`config.mk`:
```
export PLATFORM = sky130hd
export DESIGN_NAME = realign_src_top
export DESIGN_NICKNAME = d
export VERILOG_FILES = /design/src/rtl/stream_pkg.sv /design/src/rtl/src_cfg_pkg.sv /design/src/rtl/src_ctrl.sv /design/src/rtl/src_addr_gen.sv /design/src/rtl/src_realign.sv /design/src/rtl/realign_src_top.sv
export VERILOG_INCLUDE_DIRS = /design/src /design/src/rtl
export SDC_FILE = /design/constraint.sdc
export NUM_CORES = 1
export LEC_CHECK = 0
export BUFFER_PORTS_ARGS = -buffer_cell sky130_fd_sc_hd__buf_2
export CAP_MARGIN = 20
export CORE_UTILIZATION = 60
export CTS_BUF_LIST = sky130_fd_sc_hd__clkbuf_4
export CTS_CLUSTER_DIAMETER = 100
export DETAILED_ROUTE_END_ITERATION = 6
export PLACE_DENSITY = 0.81
export SLEW_MARGIN = 20
export SYNTH_ARGS = -nofsm -noshare
export SYNTH_HDL_FRONTEND = slang
export SYNTH_SLANG_ARGS = --single-unit
export TNS_END_PERCENT = 30
```
`constraint.sdc`:
```
create_clock -name clk_i -period 8.5 [get_ports clk_i]
set_input_delay 0 -clock clk_i [delete_from_list [all_inputs] [get_ports clk_i]]
set_output_delay 0 -clock clk_i [all_outputs]
set_load 0.02 [all_outputs]
```
`src/rtl/realign_src_params.svh`:
```
// width macros for the realigning stream source
`ifndef REALIGN_SRC_PARAMS_SVH
`define REALIGN_SRC_PARAMS_SVH

// stream and memory data word
`define RS_DATA_W 32

// byte address of the line start
`define RS_ADDR_W 32

// line length, counted in output words
`define RS_LEN_W 16

// byte offset within a data word
`define RS_OFF_W 2

`endif

```
`src/rtl/stream_pkg.sv`:
```
// stream data-word and byte-offset types
`include "realign_src_params.svh"

package stream_pkg;

  // one stream or memory word, little-endian byte lanes
  typedef logic [`RS_DATA_W-1:0] word_t;

  // byte lane where the line starts in its first word
  typedef logic [`RS_OFF_W-1:0] byte_off_t;

endpackage

```
`src/rtl/src_cfg_pkg.sv`:
```
// config register select, config word union and controller state type
`include "realign_src_params.svh"

package src_cfg_pkg;

  // which config register a write targets
  typedef enum logic {
    CFG_ADDR = 1'b0,
    CFG_GEOM = 1'b1
  } cfg_sel_e;

  // geometry view of a config word
  typedef struct packed {
    logic [`RS_ADDR_W-`RS_LEN_W-1:0] rsvd;
    logic [`RS_LEN_W-1:0]            len;
  } cfg_geom_t;

  // one written word, decoded by cfg_sel_e
  typedef union packed {
    logic [`RS_ADDR_W-1:0] addr;
    cfg_geom_t             geom;
  } cfg_word_u;

  // controller states
  typedef enum logic [1:0] {
    IDLE  = 2'd0,
    RUN   = 2'd1,
    FLUSH = 2'd2
  } ctrl_state_e;

endpackage

```
`src/rtl/src_ctrl.sv`:
```
// control FSM with config registers, line launch and output word counting
`include "realign_src_params.svh"

module src_ctrl (
  input  logic                     clk_i,
  input  logic                     rst_ni,
  input  logic                     cfg_we_i,
  input  src_cfg_pkg::cfg_sel_e    cfg_sel_i,
  input  src_cfg_pkg::cfg_word_u   cfg_wdata_i,
  input  logic                     start_i,
  input  logic                     out_fire_i,
  output logic                     line_start_o,
  output logic [`RS_ADDR_W-1:0]    base_addr_o,
  output logic [`RS_LEN_W-1:0]     line_len_o,
  output logic                     running_o,
  output logic                     last_word_o,
  output logic                     busy_o,
  output logic                     done_o
);

  src_cfg_pkg::ctrl_state_e state_q, state_d;

  logic [`RS_ADDR_W-1:0] addr_q;
  logic [`RS_LEN_W-1:0]  len_q;
  logic [`RS_LEN_W-1:0]  len_m1;
  logic [`RS_LEN_W-1:0]  word_cnt_q;
  logic                  idle_like;
  logic                  start_ok;

  // FLUSH counts as not busy, so a new line may start there
  assign idle_like = (state_q != src_cfg_pkg::RUN);
  assign start_ok  = start_i && idle_like && (len_q != '0);
  assign len_m1    = len_q - 1'b1;

  // config registers, frozen while a line runs
  always_ff @(posedge clk_i or negedge rst_ni) begin
    if (!rst_ni) begin
      addr_q <= '0;
      len_q  <= '0;
    end else if (cfg_we_i && idle_like) begin
      case (cfg_sel_i)
        src_cfg_pkg::CFG_ADDR: addr_q <= cfg_wdata_i.addr;
        src_cfg_pkg::CFG_GEOM: len_q  <= cfg_wdata_i.geom.len;
        default: ;
      endcase
    end
  end

  always_comb begin
    state_d = state_q;
    case (state_q)
      src_cfg_pkg::IDLE: begin
        if (start_ok) begin
          state_d = src_cfg_pkg::RUN;
        end
      end
      src_cfg_pkg::RUN: begin
        if (out_fire_i && last_word_o) begin
          state_d = src_cfg_pkg::FLUSH;
        end
      end
      src_cfg_pkg::FLUSH: begin
        state_d = start_ok ? src_cfg_pkg::RUN : src_cfg_pkg::IDLE;
      end
      default: state_d = src_cfg_pkg::IDLE;
    endcase
  end

  always_ff @(posedge clk_i or negedge rst_ni) begin
    if (!rst_ni) begin
      state_q <= src_cfg_pkg::IDLE;
    end else begin
      state_q <= state_d;
    end
  end

  // output handshakes within the current line
  always_ff @(posedge clk_i or negedge rst_ni) begin
    if (!rst_ni) begin
      word_cnt_q <= '0;
    end else if (start_ok) begin
      word_cnt_q <= '0;
    end else if (out_fire_i && running_o) begin
      word_cnt_q <= word_cnt_q + 1'b1;
    end
  end

  assign line_start_o = start_ok;
  assign base_addr_o  = addr_q;
  assign line_len_o   = len_q;
  assign running_o    = (state_q == src_cfg_pkg::RUN);
  assign last_word_o  = running_o && (word_cnt_q == len_m1);
  assign busy_o       = running_o;
  // one cycle pulse after the last handshake
  assign done_o       = (state_q == src_cfg_pkg::FLUSH);

endmodule

```
`src/rtl/src_addr_gen.sv`:
```
// memory word address generator with first and last fetch flags
`include "realign_src_params.svh"

module src_addr_gen (
  input  logic                           clk_i,
  input  logic                           rst_ni,
  input  logic                           line_start_i,
  input  logic [`RS_ADDR_W-1:0]          base_addr_i,
  input  logic [`RS_LEN_W-1:0]           line_len_i,
  input  logic                           running_i,
  input  logic                           fetch_ready_i,
  input  logic                           mem_gnt_i,
  output logic                           mem_req_o,
  output logic [`RS_ADDR_W-`RS_OFF_W-1:0] mem_addr_o,
  output logic                           fetch_first_o,
  output logic                           fetch_last_o,
  output stream_pkg::byte_off_t          offset_o
);

  logic [`RS_ADDR_W-`RS_OFF_W-1:0] word_addr_q;
  stream_pkg::byte_off_t           offset_q;
  stream_pkg::byte_off_t           start_off;
  // one bit wider than the length, a misaligned line needs N+1 fetches
  logic [`RS_LEN_W:0]              remain_q;
  logic [`RS_LEN_W:0]              remain_init;
  logic                            first_q;
  logic                            fetch_done;

  assign start_off   = base_addr_i[`RS_OFF_W-1:0];
  assign remain_init = {1'b0, line_len_i} + {{`RS_LEN_W{1'b0}}, (start_off != '0)};

  assign mem_req_o  = running_i && fetch_ready_i && (remain_q != '0);
  assign fetch_done = mem_req_o && mem_gnt_i;

  always_ff @(posedge clk_i or negedge rst_ni) begin
    if (!rst_ni) begin
      word_addr_q <= '0;
      offset_q    <= '0;
      remain_q    <= '0;
      first_q     <= 1'b0;
    end else if (line_start_i) begin
      word_addr_q <= base_addr_i[`RS_ADDR_W-1:`RS_OFF_W];
      offset_q    <= start_off;
      remain_q    <= remain_init;
      first_q     <= 1'b1;
    end else if (fetch_done) begin
      word_addr_q <= word_addr_q + 1'b1;
      remain_q    <= remain_q - 1'b1;
      first_q     <= 1'b0;
    end
  end

  assign mem_addr_o    = word_addr_q;
  assign offset_o      = offset_q;
  assign fetch_first_o = first_q;
  assign fetch_last_o  = (remain_q == {{`RS_LEN_W{1'b0}}, 1'b1});

endmodule

```
`src/rtl/src_realign.sv`:
```
// realignment datapath with previous-word register and stream handshake
`include "realign_src_params.svh"

module src_realign (
  input  logic                  clk_i,
  input  logic                  rst_ni,
  input  stream_pkg::byte_off_t offset_i,
  input  logic                  fetch_first_i,
  input  logic                  mem_req_i,
  input  logic                  mem_gnt_i,
  input  stream_pkg::word_t     mem_rdata_i,
  input  logic                  last_word_i,
  input  logic                  out_ready_i,
  output logic                  fetch_ready_o,
  output logic                  out_valid_o,
  output stream_pkg::word_t     out_data_o,
  output logic                  out_last_o,
  output logic                  out_fire_o
);

  stream_pkg::word_t prev_q;
  stream_pkg::word_t prev_part;
  stream_pkg::word_t curr_part;
  logic              misaligned;
  logic              skip_fetch;
  logic              fetch_fire;
  // shift amounts in bits, up to the full word width
  logic [$clog2(`RS_DATA_W):0] shift_dn;
  logic [$clog2(`RS_DATA_W):0] shift_up;

  assign misaligned = (offset_i != '0);
  // first misaligned fetch only primes prev_q
  assign skip_fetch = misaligned && fetch_first_i;
  assign fetch_fire = mem_req_i && mem_gnt_i;

  // the priming fetch is accepted even with the output stalled
  assign fetch_ready_o = out_ready_i || skip_fetch;

  always_ff @(posedge clk_i or negedge rst_ni) begin
    if (!rst_ni) begin
      prev_q <= '0;
    end else if (fetch_fire) begin
      prev_q <= mem_rdata_i;
    end
  end

  assign shift_dn = {offset_i, 3'b000};
  assign shift_up = `RS_DATA_W - shift_dn;

  // upper bytes of the previous word land in the low lanes
  assign prev_part = prev_q >> shift_dn;
  assign curr_part = mem_rdata_i << shift_up;

  always_comb begin
    if (misaligned) begin
      out_data_o = prev_part | curr_part;
    end else begin
      out_data_o = mem_rdata_i;
    end
  end

  // requests only go out with ready high, so valid never waits on ready
  assign out_valid_o = fetch_fire && !skip_fetch;
  assign out_last_o  = out_valid_o && last_word_i;
  assign out_fire_o  = out_valid_o && out_ready_i;

endmodule

```
`src/rtl/realign_src_top.sv`:
```
// realigning stream source top level with controller, address generator and realigner
`include "realign_src_params.svh"

module realign_src_top (
  input  logic                            clk_i,
  input  logic                            rst_ni,
  input  logic                            cfg_we_i,
  input  src_cfg_pkg::cfg_sel_e           cfg_sel_i,
  input  src_cfg_pkg::cfg_word_u          cfg_wdata_i,
  input  logic                            start_i,
  output logic                            busy_o,
  output logic                            done_o,
  output logic                            mem_req_o,
  output logic [`RS_ADDR_W-`RS_OFF_W-1:0] mem_addr_o,
  input  logic                            mem_gnt_i,
  input  stream_pkg::word_t               mem_rdata_i,
  output logic                            out_valid_o,
  output stream_pkg::word_t               out_data_o,
  output logic                            out_last_o,
  input  logic                            out_ready_i
);

  logic                  line_start;
  logic [`RS_ADDR_W-1:0] base_addr;
  logic [`RS_LEN_W-1:0]  line_len;
  logic                  running;
  logic                  last_word;
  logic                  fetch_first;
  stream_pkg::byte_off_t offset;
  logic                  fetch_ready;
  logic                  out_fire;

  src_ctrl i_src_ctrl (
    .clk_i        (clk_i),
    .rst_ni       (rst_ni),
    .cfg_we_i     (cfg_we_i),
    .cfg_sel_i    (cfg_sel_i),
    .cfg_wdata_i  (cfg_wdata_i),
    .start_i      (start_i),
    .out_fire_i   (out_fire),
    .line_start_o (line_start),
    .base_addr_o  (base_addr),
    .line_len_o   (line_len),
    .running_o    (running),
    .last_word_o  (last_word),
    .busy_o       (busy_o),
    .done_o       (done_o)
  );

  src_addr_gen i_src_addr_gen (
    .clk_i         (clk_i),
    .rst_ni        (rst_ni),
    .line_start_i  (line_start),
    .base_addr_i   (base_addr),
    .line_len_i    (line_len),
    .running_i     (running),
    .fetch_ready_i (fetch_ready),
    .mem_gnt_i     (mem_gnt_i),
    .mem_req_o     (mem_req_o),
    .mem_addr_o    (mem_addr_o),
    .fetch_first_o (fetch_first),
    .fetch_last_o  (),
    .offset_o      (offset)
  );

  src_realign i_src_realign (
    .clk_i         (clk_i),
    .rst_ni        (rst_ni),
    .offset_i      (offset),
    .fetch_first_i (fetch_first),
    .mem_req_i     (mem_req_o),
    .mem_gnt_i     (mem_gnt_i),
    .mem_rdata_i   (mem_rdata_i),
    .last_word_i   (last_word),
    .out_ready_i   (out_ready_i),
    .fetch_ready_o (fetch_ready),
    .out_valid_o   (out_valid_o),
    .out_data_o    (out_data_o),
    .out_last_o    (out_last_o),
    .out_fire_o    (out_fire)
  );

endmodule

```
After elaboration in Yosys (flattened, before gate mapping)
Index checks and enable logic that the tools add are counted.
{ "totals": {"latchBits": 0, "elab_cells": 63, "out_inout_bits": 67, "input_bits": 71, "rom_bits": 0, "register_bits": 148, "n_memories": 0, "ramBits": 0} }
{ "classes": {"n_mul": 0, "addsub": 6, "n_div": 0, "n_eq_ne": 6, "order_cmp": 0, "reduce_logical": 25, "n_mux": 13, "bitwise": 2, "shifts": 2} }
{ "op_table": {"columns": ["op", "n"], "rows": [
  ["30-bit 2-to-1 mux", 2],
  ["17-bit 2-to-1 mux", 2],
  ["16-bit 2-to-1 mux", 2],
  ["32-bit 2-to-1 mux", 1],
  ["32-bit OR", 1],
  ["32-bit by 6-bit << shifter with 32-bit output", 1],
  ["32-bit by 5-bit >> shifter with 32-bit output", 1],
  ["30-bit by 1-bit adder with 30-bit output (second input constant)", 1],
  ["16-bit by 1-bit adder with 17-bit output", 1],
  ["17-bit nonzero test", 1],
  ["17-bit by 1-bit subtractor with 17-bit output (second input constant)", 1],
  ["16-bit by 1-bit adder with 16-bit output (second input constant)", 1],
  ["16-bit equality test", 1],
  ["16-bit nonzero test", 1],
  ["16-bit by 1-bit subtractor with 16-bit output (second input constant)", 1],
  ["1-bit logical AND", 13],
  ["2-bit nonzero test", 4],
  ["2-bit case mux with 3 select lines", 1],
  ["2-bit AND reduction", 3],
  ["6-bit by 5-bit subtractor with 6-bit output (first input constant)", 1],
  ["2-bit 2-to-1 mux", 2],
  ["2-bit by 1-bit != test with 1-bit output (second input constant)", 2],
  ["1-bit 2-to-1 mux", 3],
  ["2-bit by 1-bit equality test with 1-bit output (second input constant)", 1],
  ["other kinds (6)", 6]
]} }

Longest topological paths before layout
Gate-level depths: netlist of run 1.
{ "logic_depth": {"depth_word": 11, "mapped_depth": 14, "depth_no_buf": 9} }

Modules after synthesis
Synthesis of run 1 repeated with hierarchy kept, for this count alone.
{ "hier_totals": {"cells_unflattened": 896, "hier_area_um2": 9225.1} }
{ "modules_own_cells": {"columns": ["module", "seq_area_each_um2", "instances", "area_each_um2", "cells_each"], "rows": [
  ["src_ctrl", 1651.6, 1, 3338.2, 275],
  ["src_addr_gen", 1251.2, 1, 3246.9, 350],
  ["src_realign", 800.8, 1, 2640.0, 271]
]} }

Worst setup path before layout of run 1
Ideal clock, no wire load.
{ "synth_timing": {"path_type": "register to register", "startpoint": "reg i_src_addr_gen.offset_q[1] (netlist: i_src_addr_gen.offset_o[1])", "endpoint": "reg i_src_ctrl.word_cnt_q[0]", "path_slack_ns": 5.086, "path_stages_with_launch": 13, "path_buffers": 4, "setup_time_ns": 0.125, "arrival_ns": 3.289, "period_less_slack_ns": 3.414, "required_ns": 8.375, "cell_sequence": "dfrtp_1 > clkbuf_1 > clkbuf_1 > clkinv_1 > ha_1 > clkbuf_1 > nor2b_1 > o211a_1 > o41ai_4 > buf_6 > nor2_1 > nor2_1 > mux2_2"} }
{ "synth_via": {"elab_chain_len": 10, "elab_cells_between_ends": 11, "cone_classes": "reduce/logical (11)"} }
{ "synth_rtl": {"columns": ["element", "line_no", "text"], "rows": [
  ["from (decl)", "src_addr_gen.sv:21", "stream_pkg::byte_off_t offset_q;"],
  ["from (signal assigned)", "src_addr_gen.sv:43", "offset_q <= start_off;"],
  ["2-bit nonzero test (*)", "src_realign.sv:31", "assign misaligned = (offset_i != '0);"],
  ["1-bit logical AND (*)", "src_realign.sv:33", "assign skip_fetch = misaligned && fetch_first_i;"],
  ["1-bit logical OR", "src_realign.sv:37", "assign fetch_ready_o = out_ready_i || skip_fetch;"],
  ["1-bit logical AND (2 in series)", "src_addr_gen.sv:32", "assign mem_req_o = running_i && fetch_ready_i && (remain_q != '0);"],
  ["1-bit logical AND", "src_realign.sv:34", "assign fetch_fire = mem_req_i && mem_gnt_i;"],
  ["1-bit logical AND (*)", "src_realign.sv:63", "assign out_valid_o = fetch_fire && !skip_fetch;"],
  ["via out_valid_o", "realign_src_top.sv:17", "output logic out_valid_o,"],
  ["1-bit logical AND (*)", "src_realign.sv:65", "assign out_fire_o = out_valid_o && out_ready_i;"],
  ["1-bit logical AND (*)", "src_ctrl.sv:83", "end else if (out_fire_i && running_o) begin"],
  ["2-bit nonzero test (no source line) (*)", null, null],
  ["to (signal assigned)", "src_ctrl.sv:84", "word_cnt_q <= word_cnt_q + 1'b1;"],
  ["to (decl)", "src_ctrl.sv:26", "logic [`RS_LEN_W-1:0] word_cnt_q;"]
]} }
Mark *: on every way through the listed nets, which the timed path passes. The rest lies on a longest branch.
A chain may end at the register's enable or synchronous reset.

Worst setup path in the final report of run 1
{ "layout_timing": {"startpoint": "reg i_src_addr_gen.offset_q[1] (netlist: i_src_addr_gen.offset_o[1])", "endpoint": "out out_last_o"} }
{ "layout_via": {"elab_chain_len": 8, "elab_cells_between_ends": 9, "cone_classes": "reduce/logical (9)"} }
{ "layout_rtl": {"columns": ["element", "line_no", "text"], "rows": [
  ["2-bit nonzero test (*)", "src_realign.sv:31", null],
  ["1-bit logical AND (*)", "src_realign.sv:33", null],
  ["1-bit logical OR", "src_realign.sv:37", null],
  ["1-bit logical AND (2 in series)", "src_addr_gen.sv:32", null],
  ["1-bit logical AND", "src_realign.sv:34", null],
  ["1-bit logical AND (*)", "src_realign.sv:63", null],
  ["1-bit logical AND (*)", "src_realign.sv:64", "assign out_last_o = out_valid_o && last_word_i;"],
  ["to (decl)", "realign_src_top.sv:19", "output logic out_last_o,"]
]} }
Mark *: on every way between the ends. The rest lies on a longest branch, timed or not.

==> reports/summary.md, run 1 <==
The fraction of final layout cells with drive strength greater than 1 is 0.217, and the combined flip-flop and latch cell area is 3700 um2. In this run the clock root is driven by a clkbuf_4. For the worst max-slew margin expressed relative to the limit, the log shows 0.312.

The kind of cell with the highest combined delay along the critical path is compound AO/OA/AOI/OAI gates. The wire length per cell is 18.1 um, and the final-layout setup total negative slack is 0 ps. Entering global routing, the biggest net connects 95 pins.

The first detailed-routing pass ran for 6 iterations. The area growth from synthesis to layout is 21.7%. During placement, the flow inserted port buffers numbering 137.

The async set-or-reset flop fraction in the synthesized netlist was 1.00; the routed wire length was 24.0 mm. Number of cells in the finished layout apart from fillers: 1328. The floorplan has 43 rows.

The critical path in this run is classified as reg -> out. The run gives 4550 um2 as the combined area of the multi-input logic cells. The logs give 173 uV for the maximum ir drop on the vdd rail and 0 for the sum of overflow across all layers after global routing. TritonCTS built the clock tree. The critical path crosses 8 cells after its start point. The final layout contains 1212 nets. The placed instance count came out at 1211.

The clock buffer count from CTS is 17. In this run the mean area of a mapped cell was 9.11 um2. In this run the register-to-register setup slack is 4070 ps. STA classifies the critical path endpoint as a primary output. Share of the clock period used by the worst path: 0.548. The logs give 0.617 for the initial cell density of the core and 138 for the number of ports placed on the die boundary. In this run the critical register-to-register path is captured at i_src_addr_gen.mem_addr_o[21]. The sum of buffers and inverters on the critical path came out at 2.

The fraction of post-synthesis cell area in the top cell type by area was 0.431. The floorplan step defined a die boundary enclosing 14800 um2. The number of max-slew violations in the final report was 0. The run gives 0 as the number of maximum-capacitance violations.

Synthesis warning total: 0. The total global-route track usage is 0.339. Worst hold slack: 59.1 ps.

Number of distinct library cells after synthesis: 70. The analysis attributes to cell leakage a power of 5.14 nW. Walking the worst path, the cells encountered are clkinv_1, ha_1, nor2b_1, o211a_1, o41a_2, nand4_1, a2111oi_4, buf_2. The least setup slack across all paths after layout was 3840 ps; the initial antenna violation count was 1. The tools report the deepest clock path buffer count as 2.

The synthesized instance count is 943, and the overall power is 1.49 mW. Largest stage delay on the critical path: 1050 ps. Start point of the critical path: i_src_addr_gen.offset_o[1]. The clock-pin slew reported for the worst setup and hold paths after clock tree synthesis works out to 150 ps. The final estimated routing congestion in global placement is 0.899. The capture point of the critical path is out_last_o.

The number of H-tree levels is 4. The startpoint type of the worst setup path was a flip-flop. For this design, the sink count on the clock tree is 148.

The number of violations reported at the end of detailed-routing iteration 0 came out at 956. For this design the ratio of total power to cell area is 142 nW/um2. For this run, the leading register cell type out of synthesis is dfrtp_1. After clock tree synthesis, the setup repair step added 0 buffers. In this run the critical register-to-register path is launched from i_src_addr_gen.offset_o[1]. The portion of the post-synthesis area used by sequential elements is 0.431, and the floorplan die width is 122 um. The run finished with clean final reports.

Based on the critical path, the design can be clocked at up to 215 MHz. Of all nets on the critical path, the largest fanout is 27. For the number of DRC violations after detailed routing, the log shows 0. The placed wire-length estimate was 15.0 mm.

At the worst endpoint, the required time is 8500 ps. For the final worst clock skew, the log shows 29.8 ps. Minimum clock period: 4660 ps.

After detailed routing, the number of vias per cell comes to 6.12. The placeable core region is 13900 um2. The tools report the combined area of all synthesized cells as 8590 um2. Cell taking the most area after synthesis: dfrtp_1. The final number of setup-violating endpoints came out at 0.

Yosys mapped a number of flops with a built-in enable equal to 0. Counting the fill cells in the layout gives 1033. The number of vias in the routed layout came out at 8128. For this design, the slowest cell found on the critical path is dfrtp_1. The slew at the pin closest to its max-slew limit came out at 1030 ps. Before CTS, the worst setup slack after placement is 4270 ps.

After synthesis, the cell types taking the most area are dfrtp_1 (43%), nand2_1 (8.6%), mux2_2 (6.7%), o21ai_0 (4.1%), xor2_1 (3.4%). The wire length of the first global-routing pass was 39.0 mm; the total of flip-flops plus latches after synthesis was 148. Setup repair after global routing left no endpoint under its margin. The final hold violation count is 0, and the vertical extent of the die is 122 um.

Counting cells, the worst reg-to-reg path comes to 10. The min-delay analysis places its worst path in the category in -> async. The count of nets left with antenna violations once routing finished came out at 0.

The tools report the source-to-sink clock delay at the later pin of the worst-skew pair as 600 ps. The logs give 7924 for the number of global-route vias before repair and 1021 for the post-synthesis net count. Data on the critical path arrives at its endpoint at 4660 ps.
==> worst reg2reg max path, stage by stage, from the launching register on <==
cell and delay, ps:
dfrtp_1 1050, clkinv_1 590, ha_1 370, nor2b_1 380
o211a_1 310, o41a_2 470, buf_4 460, and4_1 320
nand3_1 130, nand3_1 120, o211ai_1 110
==> registers in the layout, indices dropped and copies added, names as in the netlist <==
signal and cells:
i_src_addr_gen.fetch_first_o 1, i_src_addr_gen.mem_addr_o 30, i_src_addr_gen.offset_o 2, i_src_addr_gen.remain_q 17
i_src_ctrl.base_addr_o 32, i_src_ctrl.line_len_o 16, i_src_ctrl.state_q 2, i_src_ctrl.word_cnt_q 16
i_src_realign.prev_q 32
==> logic make-up (layout without fill, tap and decap cells) <==
family,count (synthesis),count (layout),share of synthesized area
other,0,1,0
adder cells (fa/ha/maj),7,7,0.0102
AO/OA/AOI/OAI,179,179,0.143
multiplexers,76,76,0.0959
XOR/XNOR,62,62,0.0632
flip-flops,148,148,0.431
buffers and inverters,81,285,0.0424
AND/OR/NAND/NOR,390,390,0.214
==> how the worst min path moves through the flow <==
| stage | start | endpoint | slack [ps] | cells after the start |
|---|---|---|---|---|
| after floorplan | rst_ni | i_src_addr_gen.fetch_first_o | -300 | 0 |
| after global placement | rst_ni | i_src_ctrl.word_cnt_q[10] | 140 | 1 |
| after detailed placement | rst_ni | i_src_ctrl.word_cnt_q[5] | 140 | 1 |
| after CTS | out_ready_i | i_src_addr_gen.remain_q[16] | 30 | 5 |
| after global routing | out_ready_i | i_src_addr_gen.remain_q[16] | 80 | 5 |
| final | rst_ni | i_src_ctrl.line_len_o[13] | 60 | 2 |
==> power breakdown <==
| part | internal, mW | total, mW | switching, mW |
|---|---|---|---|
| clock network | 0.182 | 0.470 | 0.287 |
| registers | 0.742 | 0.788 | 0.0454 |
| logic | 0.100 | 0.231 | 0.131 |
| total | 1.02 | 1.49 | 0.464 |
==> routing by layer <==
layer  global-route usage  part of all wire  wire length, um
met2                0.533              0.47            11300
met5                    0                 0                0
met3               0.0707             0.072             1720
met1                0.449              0.42            10100
met4                0.163             0.036              876
==> timing repair <==
item | CTS | global route
setup endpoints to repair | 0 | 0
hold buffers | 84 | 0
gates resized for setup | 0 | 0
hold endpoints to repair | 195 | 0
==> through the flow <==
step | instance area (um2) | util
floorplan | 8590 | -
global placement | 9310 | 0.668
detailed placement | 9320 | 0.669
CTS | 10500 | 0.750
global route | 10500 | 0.750
finish | 10500 | 0.750
==> cell usage in the layout (no fill, tap or decap), drive strengths merged, types with 5 or more instances in the layout <==
cell         netlist  routed
nand4             18      18
clkinv             2       6
nor3b              5       5
ha                 7       7
nand2            197     197
nor4               6       6
o211ai             8       8
buf               22     145
a211oi             9       9
a32o               8       8
a221oi            11      11
and3              13      13
and4               7       7
inv               22      29
o21ai             79      79
a221o              8       8
dfrtp            148     148
nand2b             9       9
nor2              61      61
xnor2             29      29
mux2              51      51
nor2b              7       7
xor2              33      33
a21oi             22      22
nand3             30      30
clkbuf            35      17
dlygate4sd3        0      84
a222oi             7       7
nor3              21      21
mux2i             25      25
==> Yosys cell counts, types with 3 or more instances <==
master	n
mux2_2	51
buf_2	14
o211ai_1	8
a222oi_1	7
a311oi_1	3
o21ai_0	71
and4_1	7
a221oi_1	10
inv_1	22
nand2b_1	9
nor3b_1	4
nand3_1	30
o311ai_0	3
xor2_1	33
and3_1	13
a221o_1	8
o21ai_1	8
xnor2_1	29
o22ai_1	3
nand2_1	196
ha_1	7
buf_6	5
a32o_1	8
dfrtp_1	148
mux2i_1	25
a21oi_1	22
a211oi_1	9
nor3_1	18
a22oi_1	3
nor2_1	60
nor4_1	5
nor2b_1	7
clkbuf_1	34
nand4_1	18
==> cell type report <==
| type | instances | share of cell area |
|---|---|---|
| diodes | 1 | 0.000239 |
| clock buffers | 17 | 0.0122 |
| multi-input cells | 714 | 0.435 |
| clock inverters | 15 | 0.0162 |
| inverters | 24 | 0.00862 |
| well taps | 180 | 0.0215 |
| repair buffers | 229 | 0.152 |
| flip-flops and latches | 148 | 0.354 |
(Power assumes the default switching activity.)
==> inputs of run 2 (changes only) <==
--- a/config.mk
+++ b/config.mk
@@ -8,11 +8,11 @@
 export LEC_CHECK = 0
 export BUFFER_PORTS_ARGS = -buffer_cell sky130_fd_sc_hd__buf_2
 export CAP_MARGIN = 20
-export CORE_UTILIZATION = 60
+export CORE_UTILIZATION = 59
 export CTS_BUF_LIST = sky130_fd_sc_hd__clkbuf_4
 export CTS_CLUSTER_DIAMETER = 100
 export DETAILED_ROUTE_END_ITERATION = 6
-export PLACE_DENSITY = 0.81
+export PLACE_DENSITY = 0.8
 export SLEW_MARGIN = 20
 export SYNTH_ARGS = -nofsm -noshare
 export SYNTH_HDL_FRONTEND = slang
==> constraint.sdc (replaced) <==
create_clock -name clk_i -period 4.6 [get_ports clk_i]
set_input_delay 0 -clock clk_i [delete_from_list [all_inputs] [get_ports clk_i]]
set_output_delay 0 -clock clk_i [all_outputs]
set_load 0.02 [all_outputs]
==> run 2 against run 1 <==
- clock power is 94% higher
- wire length is 3.9% lower
- sequential power is 84% higher
- cell area is 0.79% lower
- critical endpoint unchanged
- the flow now finishes with violations (DRC)
- final cell count is 0.83% lower
- critical path type unchanged
==> reports/summary.md, run 2 (same netlist as run 1, synthesis figures left out) <==
The number of vias in the routed layout was 7988 (was 8128). The final reports fail on DRC. Static timing analysis puts the maximum clock frequency at 261 MHz.

The tools report the source-to-sink clock delay at the later pin of the worst-skew pair as 560 ps (was 600 ps). Setup repair after global routing left no endpoint under its margin. The tools report the overall power as 2.79 mW (was 1.49 mW). For the number of maximum-capacitance violations, the log shows 0 (unchanged).

The final hold violation count was 0 (unchanged); the number of DRC violations after detailed routing was 3 (was 0). The hold-critical path depth came out at 5. Clock buffer count from CTS: 17 (unchanged).

The number of nets in the layout was 1201 (was 1212); the routed wire length was 23.1 mm (was 24.0 mm). The initial antenna violation count is 1 (unchanged). The clock-pin slew reported for the worst setup and hold paths after clock tree synthesis works out to 130 ps (was 150 ps). TritonCTS built the clock tree.

For the leakage power total, the log shows 5.07 nW (was 5.14 nW). The placeable core region is 14000 um2 (was 13900 um2). The count of filler cells inserted in the layout was 1042 (was 1033); the placed instance count was 1215 (was 1211).

The number of cells in the finished layout apart from fillers was 1317 (was 1328). Type of the worst setup path: reg -> out (unchanged). The count of clock tree sinks is 148 (unchanged), and the pin count of the biggest net entering global routing is 53 (was 95).

Arrival time of the worst setup path: 3830 ps (was 4660 ps). The met2 layer usage reported by global route is 0.486 (was 0.533), and the wire length per cell is 17.5 um (was 18.1 um). The flow ran to the end, but the final reports show violations. The endpoint kind of the worst setup timing path was a primary output (unchanged). The run gives 768 ps (was 3840 ps) as the least setup slack across all paths after layout.

The cell row count was 43 (unchanged); the area overhead of the layout relative to synthesis was 20.7% (was 21.7%). Cell area after placement: 9340 um2 (was 9320 um2). The fraction of met1 tracks used by global routing is 0.442 (was 0.449). The clock root buffer master is clkbuf_4 (unchanged). The hold-critical path endpoint was i_src_addr_gen.remain_q[16]. The largest driver fanout on the critical path is 27 (unchanged). The post-detailed-route via-to-cell ratio is 6.07 (was 6.12). The setup slack at placement is 1190 ps (was 4270 ps). Full die area: 15100 um2 (was 14800 um2). Maximum ir drop on the vdd rail: 201 uV (was 173 uV). The minimum clock period works out to 3830 ps. The combined area of the multi-input logic cells was 4540 um2 (was 4550 um2). The logs give 0.612 (was 0.617) for the initial cell density of the core and 138 (unchanged) for the number of ports placed on the die boundary. In this run the most critical hold path is launched from out_ready_i. The reg2reg setup slack was 1120 ps (was 4070 ps); the number of violations reported at the end of detailed-routing iteration 0 was 803 (was 956). The logs give 2 (unchanged) for the deepest clock path buffer count and 0 (unchanged) for the final number of setup-violating endpoints. The power density of the placed cells is 269 nW/um2 (was 142 nW/um2). For the combined flip-flop and latch cell area, the log shows 3700 um2 (unchanged).

The logs give 0 (unchanged) for the number of max-slew violations in the final report and 0.0818 (was 0.0707) for the global routing met3 resource utilization. The fraction of final layout cells with drive strength greater than 1 is 0.221 (was 0.217), and the worst path required time is 4600 ps (was 8500 ps). The vertical extent of the die came out at 123 um (was 122 um). The logs give 0 ps (unchanged) for the final-layout setup total negative slack and 4 (unchanged) for the number of H-tree levels. The startpoint type of the worst setup path was a flip-flop (unchanged). The total global-route track usage is 0.318 (was 0.339). Final estimated routing congestion in global placement: 0.908 (was 0.899).

The terminus of the critical flop-to-flop path was i_src_addr_gen.mem_addr_o[28] (was i_src_addr_gen.mem_addr_o[21]). The tools report the wire length of the first global-routing pass as 36.8 mm (was 39.0 mm). The run gives 0.327 (was 0.312) as the worst max-slew margin expressed relative to the limit.

The most used routing layer in global routing was met2 (unchanged). The run gives 15.3 mm (was 15.0 mm) as the placed wire-length estimate. The count of port buffers added during placement is 137 (unchanged), and the number of gates resized after CTS is 0 (unchanged). The tools report the source of the worst register-to-register timing path as i_src_ctrl.line_len_o[1] (was i_src_addr_gen.offset_o[1]). The floorplan die width is 123 um (was 122 um), and the number of cells traversed by the worst register-to-register path is 9 (was 10). The run gives 0 (unchanged) as the sum of overflow across all layers after global routing. The final worst clock skew was 25.2 ps (was 29.8 ps). The slew at the pin closest to its max-slew limit is 1010 ps (was 1030 ps), and the share of the clock period used by the worst path is 0.833. Commonest non-fill, non-tap cell in the layout: nand2_1 (unchanged). The post-layout instance area was 10400 um2 (was 10500 um2); the number of global-route vias before repair was 7355 (was 7924). The run gives 0 (unchanged) as the residual antenna-violating net count after detailed routing.

Leading cell types in the layout, fill and taps excluded: nand2_1 (196), dfrtp_1 (148), buf_2 (136) (unchanged). The kind of path behind the tightest hold check was in -> reg (was in -> async). For the total iterations of the first detailed-routing run, the log shows 7 (was 6).
-- run 2: changes by cell type in the layout (fill, tap and decap cells not counted), moves of 2 or more --
cell / delta
buf_4: +4
bufinv_16: +2
clkinv_1: +2
dlygate4sd3_1: -16
inv_6: -3
inv_8: -2
-- run 2: per-stage QoR --
stage | hold WS (ps) | utilization
after global routing | 9.05 | 0.739
after floorplan | -296 | -
after detailed placement | -32.3 | 0.665
final | 32.9 | 0.739
after CTS | 5.51 | 0.739
after global placement | -39.4 | 0.665
-- run 2: area by class of cell --
type,instances,share of cell area
Multi-Input combinational cell,714,0.438
Sequential cell,148,0.357
Timing Repair Buffer,218,0.144
Tap cell,180,0.0217
Clock inverter,14,0.0177
Clock buffer,18,0.0130
Inverter,24,0.00868
Antenna cell,1,0.000241
-- run 2: metal layers --
metal / routed length (um) / part of all wire / up-vias
met3: 1700 / 0.074 / 65
met1: 10300 / 0.45 / 3848
met5: 0 / 0 / -
li1: - / - / 3711
met4: 481 / 0.021 / 0
met2: 10600 / 0.46 / 364
-- run 2: repair_timing --
| item | 4_1_cts | 5_1_grt |
|---|---|---|
| setup buffers | 0 | 0 |
| endpoints found under the hold margin | 224 | 0 |
| hold buffers | 69 | 0 |
-- run 2: worst max path at each step --
stage,from,depth (start not counted),endpoint,slack [ps]
after global placement,i_src_ctrl.line_len_o[1],9,i_src_addr_gen.mem_addr_o[28],1280
after CTS,i_src_addr_gen.offset_o[1],9,out_last_o,820
final,i_src_addr_gen.offset_o[1],9,out_last_o,770
after floorplan,i_src_addr_gen.offset_o[1],12,i_src_ctrl.word_cnt_q[0],1190
after global routing,i_src_addr_gen.offset_o[1],9,out_last_o,520
after detailed placement,i_src_ctrl.line_len_o[1],8,i_src_addr_gen.remain_q[4],1190
-- run 2: critical path: stages, from the launching register on --
cell and delay [ps]:
dfrtp_1 340, buf_4 320, clkinv_1 420, ha_1 350, nor2b_1 350, o211a_1 300
o41a_2 340, nand4_1 240, a2111oi_4 410, buf_2 230
-- run 2: report_power, final --
part | internal [mW] | switching, mW
Combinational | 0.188 | 0.235
Sequential | 1.37 | 0.0817
Clock | 0.435 | 0.478
Total | 1.99 | 0.794
==> inputs of run 3 (changes only) <==
--- a/config.mk
+++ b/config.mk
@@ -8,11 +8,11 @@
 export LEC_CHECK = 0
 export BUFFER_PORTS_ARGS = -buffer_cell sky130_fd_sc_hd__buf_2
 export CAP_MARGIN = 20
-export CORE_UTILIZATION = 59
+export CORE_UTILIZATION = 53
 export CTS_BUF_LIST = sky130_fd_sc_hd__clkbuf_4
 export CTS_CLUSTER_DIAMETER = 100
 export DETAILED_ROUTE_END_ITERATION = 6
-export PLACE_DENSITY = 0.8
+export PLACE_DENSITY = 0.75
 export SLEW_MARGIN = 20
 export SYNTH_ARGS = -nofsm -noshare
 export SYNTH_HDL_FRONTEND = slang
==> constraint.sdc (replaced) <==
create_clock -name clk_i -period 3.4 [get_ports clk_i]
set_input_delay 0 -clock clk_i [delete_from_list [all_inputs] [get_ports clk_i]]
set_output_delay 0 -clock clk_i [all_outputs]
set_load 0.02 [all_outputs]
==> run 3 against run 2 <==
- the run still ends with DRC left
- sequential cell count unchanged
- critical path depth did not move
- combinational power increased by 35%
- sequential share of layout area fell by 0.74 points
- critical endpoint unchanged
==> reports/summary.md, run 3 (same netlist as run 1, synthesis figures left out) <==
The worst path required time came out at 3400 ps (was 4600 ps). The setup slack at placement was 533 ps (was 1190 ps); the clock-pin slew reported for the worst setup and hold paths after clock tree synthesis was 150 ps (was 130 ps). The tools report the deepest clock path buffer count as 2 (unchanged). The tools report the placed wire-length estimate as 15.3 mm (about the same).

For the worst max-slew margin expressed relative to the limit, the log shows 0.291 (was 0.327). The logs give 1220 (was 1201) for the number of nets in the layout and 7 (unchanged) for the total iterations of the first detailed-routing run. The kind of path behind the tightest hold check is in -> async (was in -> reg). For the routed wire length, the log shows 23.7 mm (was 23.1 mm). Clock root buffer master: clkbuf_4 (unchanged). For the least setup slack across all paths after layout, the log shows 211 ps (was 768 ps). The cell row count came out at 46 (was 43). The floorplan die width came out at 129 um (was 123 um).

The minimum clock period came out at 3190 ps. For the placed instance count, the log shows 1255 (was 1215). The vertical extent of the die was 129 um (was 123 um); the initial cell density of the core was 0.541 (was 0.612). The tools report the maximum clock frequency as 314 MHz. The tools report the total global-route track usage as 0.296 (was 0.318). Area overhead of the layout relative to synthesis: 23.3% (was 20.7%).

Number of cells traversed by the worst register-to-register path: 10 (was 9). The number of cells in the finished layout apart from fillers came out at 1372 (was 1317). The number of H-tree levels is 4 (unchanged), and the clock buffer count from CTS is 17 (unchanged). Largest driver fanout on the critical path: 7 (was 27). The tools report the pin count of the biggest net entering global routing as 100 (was 53). The share of the clock period used by the worst path came out at 0.938. The number of vias in the routed layout is 7921 (was 7988).

The residual antenna-violating net count after detailed routing came out at 0 (unchanged). Wire length of the first global-routing pass: 38.2 mm (was 36.8 mm). The run gives 5.19 nW (was 5.07 nW) as the leakage power total. The flow ran to the end, but the final reports show violations.

The startpoint type of the worst setup path is a flip-flop (unchanged). The post-detailed-route via-to-cell ratio was 5.77 (was 6.07). The final hold violation count was 0 (unchanged). The source of the worst register-to-register timing path is i_src_ctrl.line_len_o[0] (was i_src_ctrl.line_len_o[1]). The commonest non-fill, non-tap cell in the layout is nand2_1 (unchanged).

TritonCTS built the clock tree. Setup repair after global routing left no endpoint under its margin. Type of the worst setup path: reg -> out (unchanged). Worst hold slack: 50.5 ps (was 32.9 ps).

For the final estimated routing congestion in global placement, the log shows 0.896 (was 0.908). The initial antenna violation count came out at 1 (unchanged). Violated checks: DRC (unchanged). The number of maximum-capacitance violations was 0 (unchanged); the final number of setup-violating endpoints was 0 (unchanged). Fraction of final layout cells with drive strength greater than 1: 0.223 (was 0.221). The number of buffers inserted by post-CTS setup repair was 0 (unchanged); the wire length per cell was 17.3 um (was 17.5 um). The number of max-slew violations in the final report was 0 (unchanged). The number of global-route vias before repair came out at 7554 (was 7355). The run gives 0.667 (was 0.739) as the fraction of the core area covered by cells at the end of the flow. The run gives 0 (unchanged) as the sum of overflow across all layers after global routing.

Power density of the placed cells: 349 nW/um2 (was 269 nW/um2). The placeable core region is 15900 um2 (was 14000 um2). The maximum ir drop on the vdd rail is 277 uV (was 201 uV), and the arrival time of the worst setup path is 3190 ps (was 3830 ps). Leading cell types in the layout, fill and taps excluded: nand2_1 (196), dfrtp_1 (148), buf_2 (136) (unchanged). The full die area was 16700 um2 (was 15100 um2); the source-to-sink clock delay at the later pin of the worst-skew pair was 610 ps (was 560 ps).

The terminus of the critical flop-to-flop path was i_src_ctrl.word_cnt_q[0] (was i_src_addr_gen.mem_addr_o[28]). The logs give 28.4 ps (was 25.2 ps) for the final worst clock skew and 1 (was 3) for the number of DRC violations after detailed routing. Slew at the pin closest to its max-slew limit: 1060 ps (was 1010 ps). The run gives 148 (unchanged) as the count of clock tree sinks. The count of port buffers added during placement came out at 137 (unchanged). Endpoint kind of the worst setup timing path: a primary output (unchanged). The number of violations reported at the end of detailed-routing iteration 0 is 820 (was 803). The logs give 460 ps (was 1120 ps) for the reg2reg setup slack and 3.70 mW (was 2.79 mW) for the overall power. The number of ports placed on the die boundary is 138 (unchanged).
==> run 3: cell types whose count changed in the layout (fill, tap and decap cells not counted), moves of 4 or more <==
cell | before | now
bufinv_16 | 4 | 0
inv_8 | 0 | 4
dlygate4sd3_1 | 68 | 84
clkinv_8 | 0 | 5
==> run 3: report_power, final <==
| group | internal, mW | total, mW | switching [mW] | leakage [nW] |
|---|---|---|---|---|
| Clock | 0.350 | 1.16 | 0.808 | 0.164 |
| Sequential | 1.86 | 1.97 | 0.112 | 1.95 |
| Combinational | 0.255 | 0.569 | 0.314 | 3.07 |
==> run 3: worst max path at each step <==
stage                               startpoint                  endpoint  slack [ps]  depth (start not counted)
finish                i_src_ctrl.line_len_o[0]                out_last_o         210                          9
global route        i_src_addr_gen.offset_o[1]                out_last_o           6                          8
CTS                 i_src_addr_gen.offset_o[0]            out_data_o[26]          40                          9
detailed placement    i_src_ctrl.line_len_o[0]  i_src_ctrl.word_cnt_q[0]         530                         10
global placement      i_src_ctrl.line_len_o[1]  i_src_ctrl.word_cnt_q[0]         600                         10
floorplan           i_src_addr_gen.offset_o[1]  i_src_ctrl.word_cnt_q[0]         -10                         12
==> run 3: repair_timing <==
item,4_1_cts,5_1_grt
gates resized for setup,0,2
hold buffers,84,0
setup endpoints to repair,0,13
endpoints found under the hold margin,194,0
==> run 3: cell type report <==
class	count	area, um2
Tap cell	216	270
Sequential cell	148	3700
Clock buffer	17	128
Inverter	24	90.1
Clock inverter	15	179
Multi-Input combinational cell	714	4560
Antenna cell	1	2.50
Timing Repair Buffer	237	1670
Fill cell	1317	5290
==> run 3: metrics by stage <==
step | instance area, um2 | TNS, ps
CTS | 10600 | 0
floorplan | 8590 | -19.8
global route | 10600 | 0
detailed placement | 9430 | 0
finish | 10600 | 0
global placement | 9430 | 0
==> run 3: critical path, cell delays in order, from the launching register on <==
cell and delay (ps):
dfrtp_1 550, inv_1 80, ha_1 220, xor2_1 180, or2_2 290, nor4_1 170, a21oi_1 90, or4_4 450
a2111oi_4 330, buf_2 230
==> run 3: routing by layer <==
metal  GRT usage  share of wire
met5           0              0
met2       0.466           0.47
met3      0.0648          0.072
met4       0.113          0.025
met1       0.400           0.43
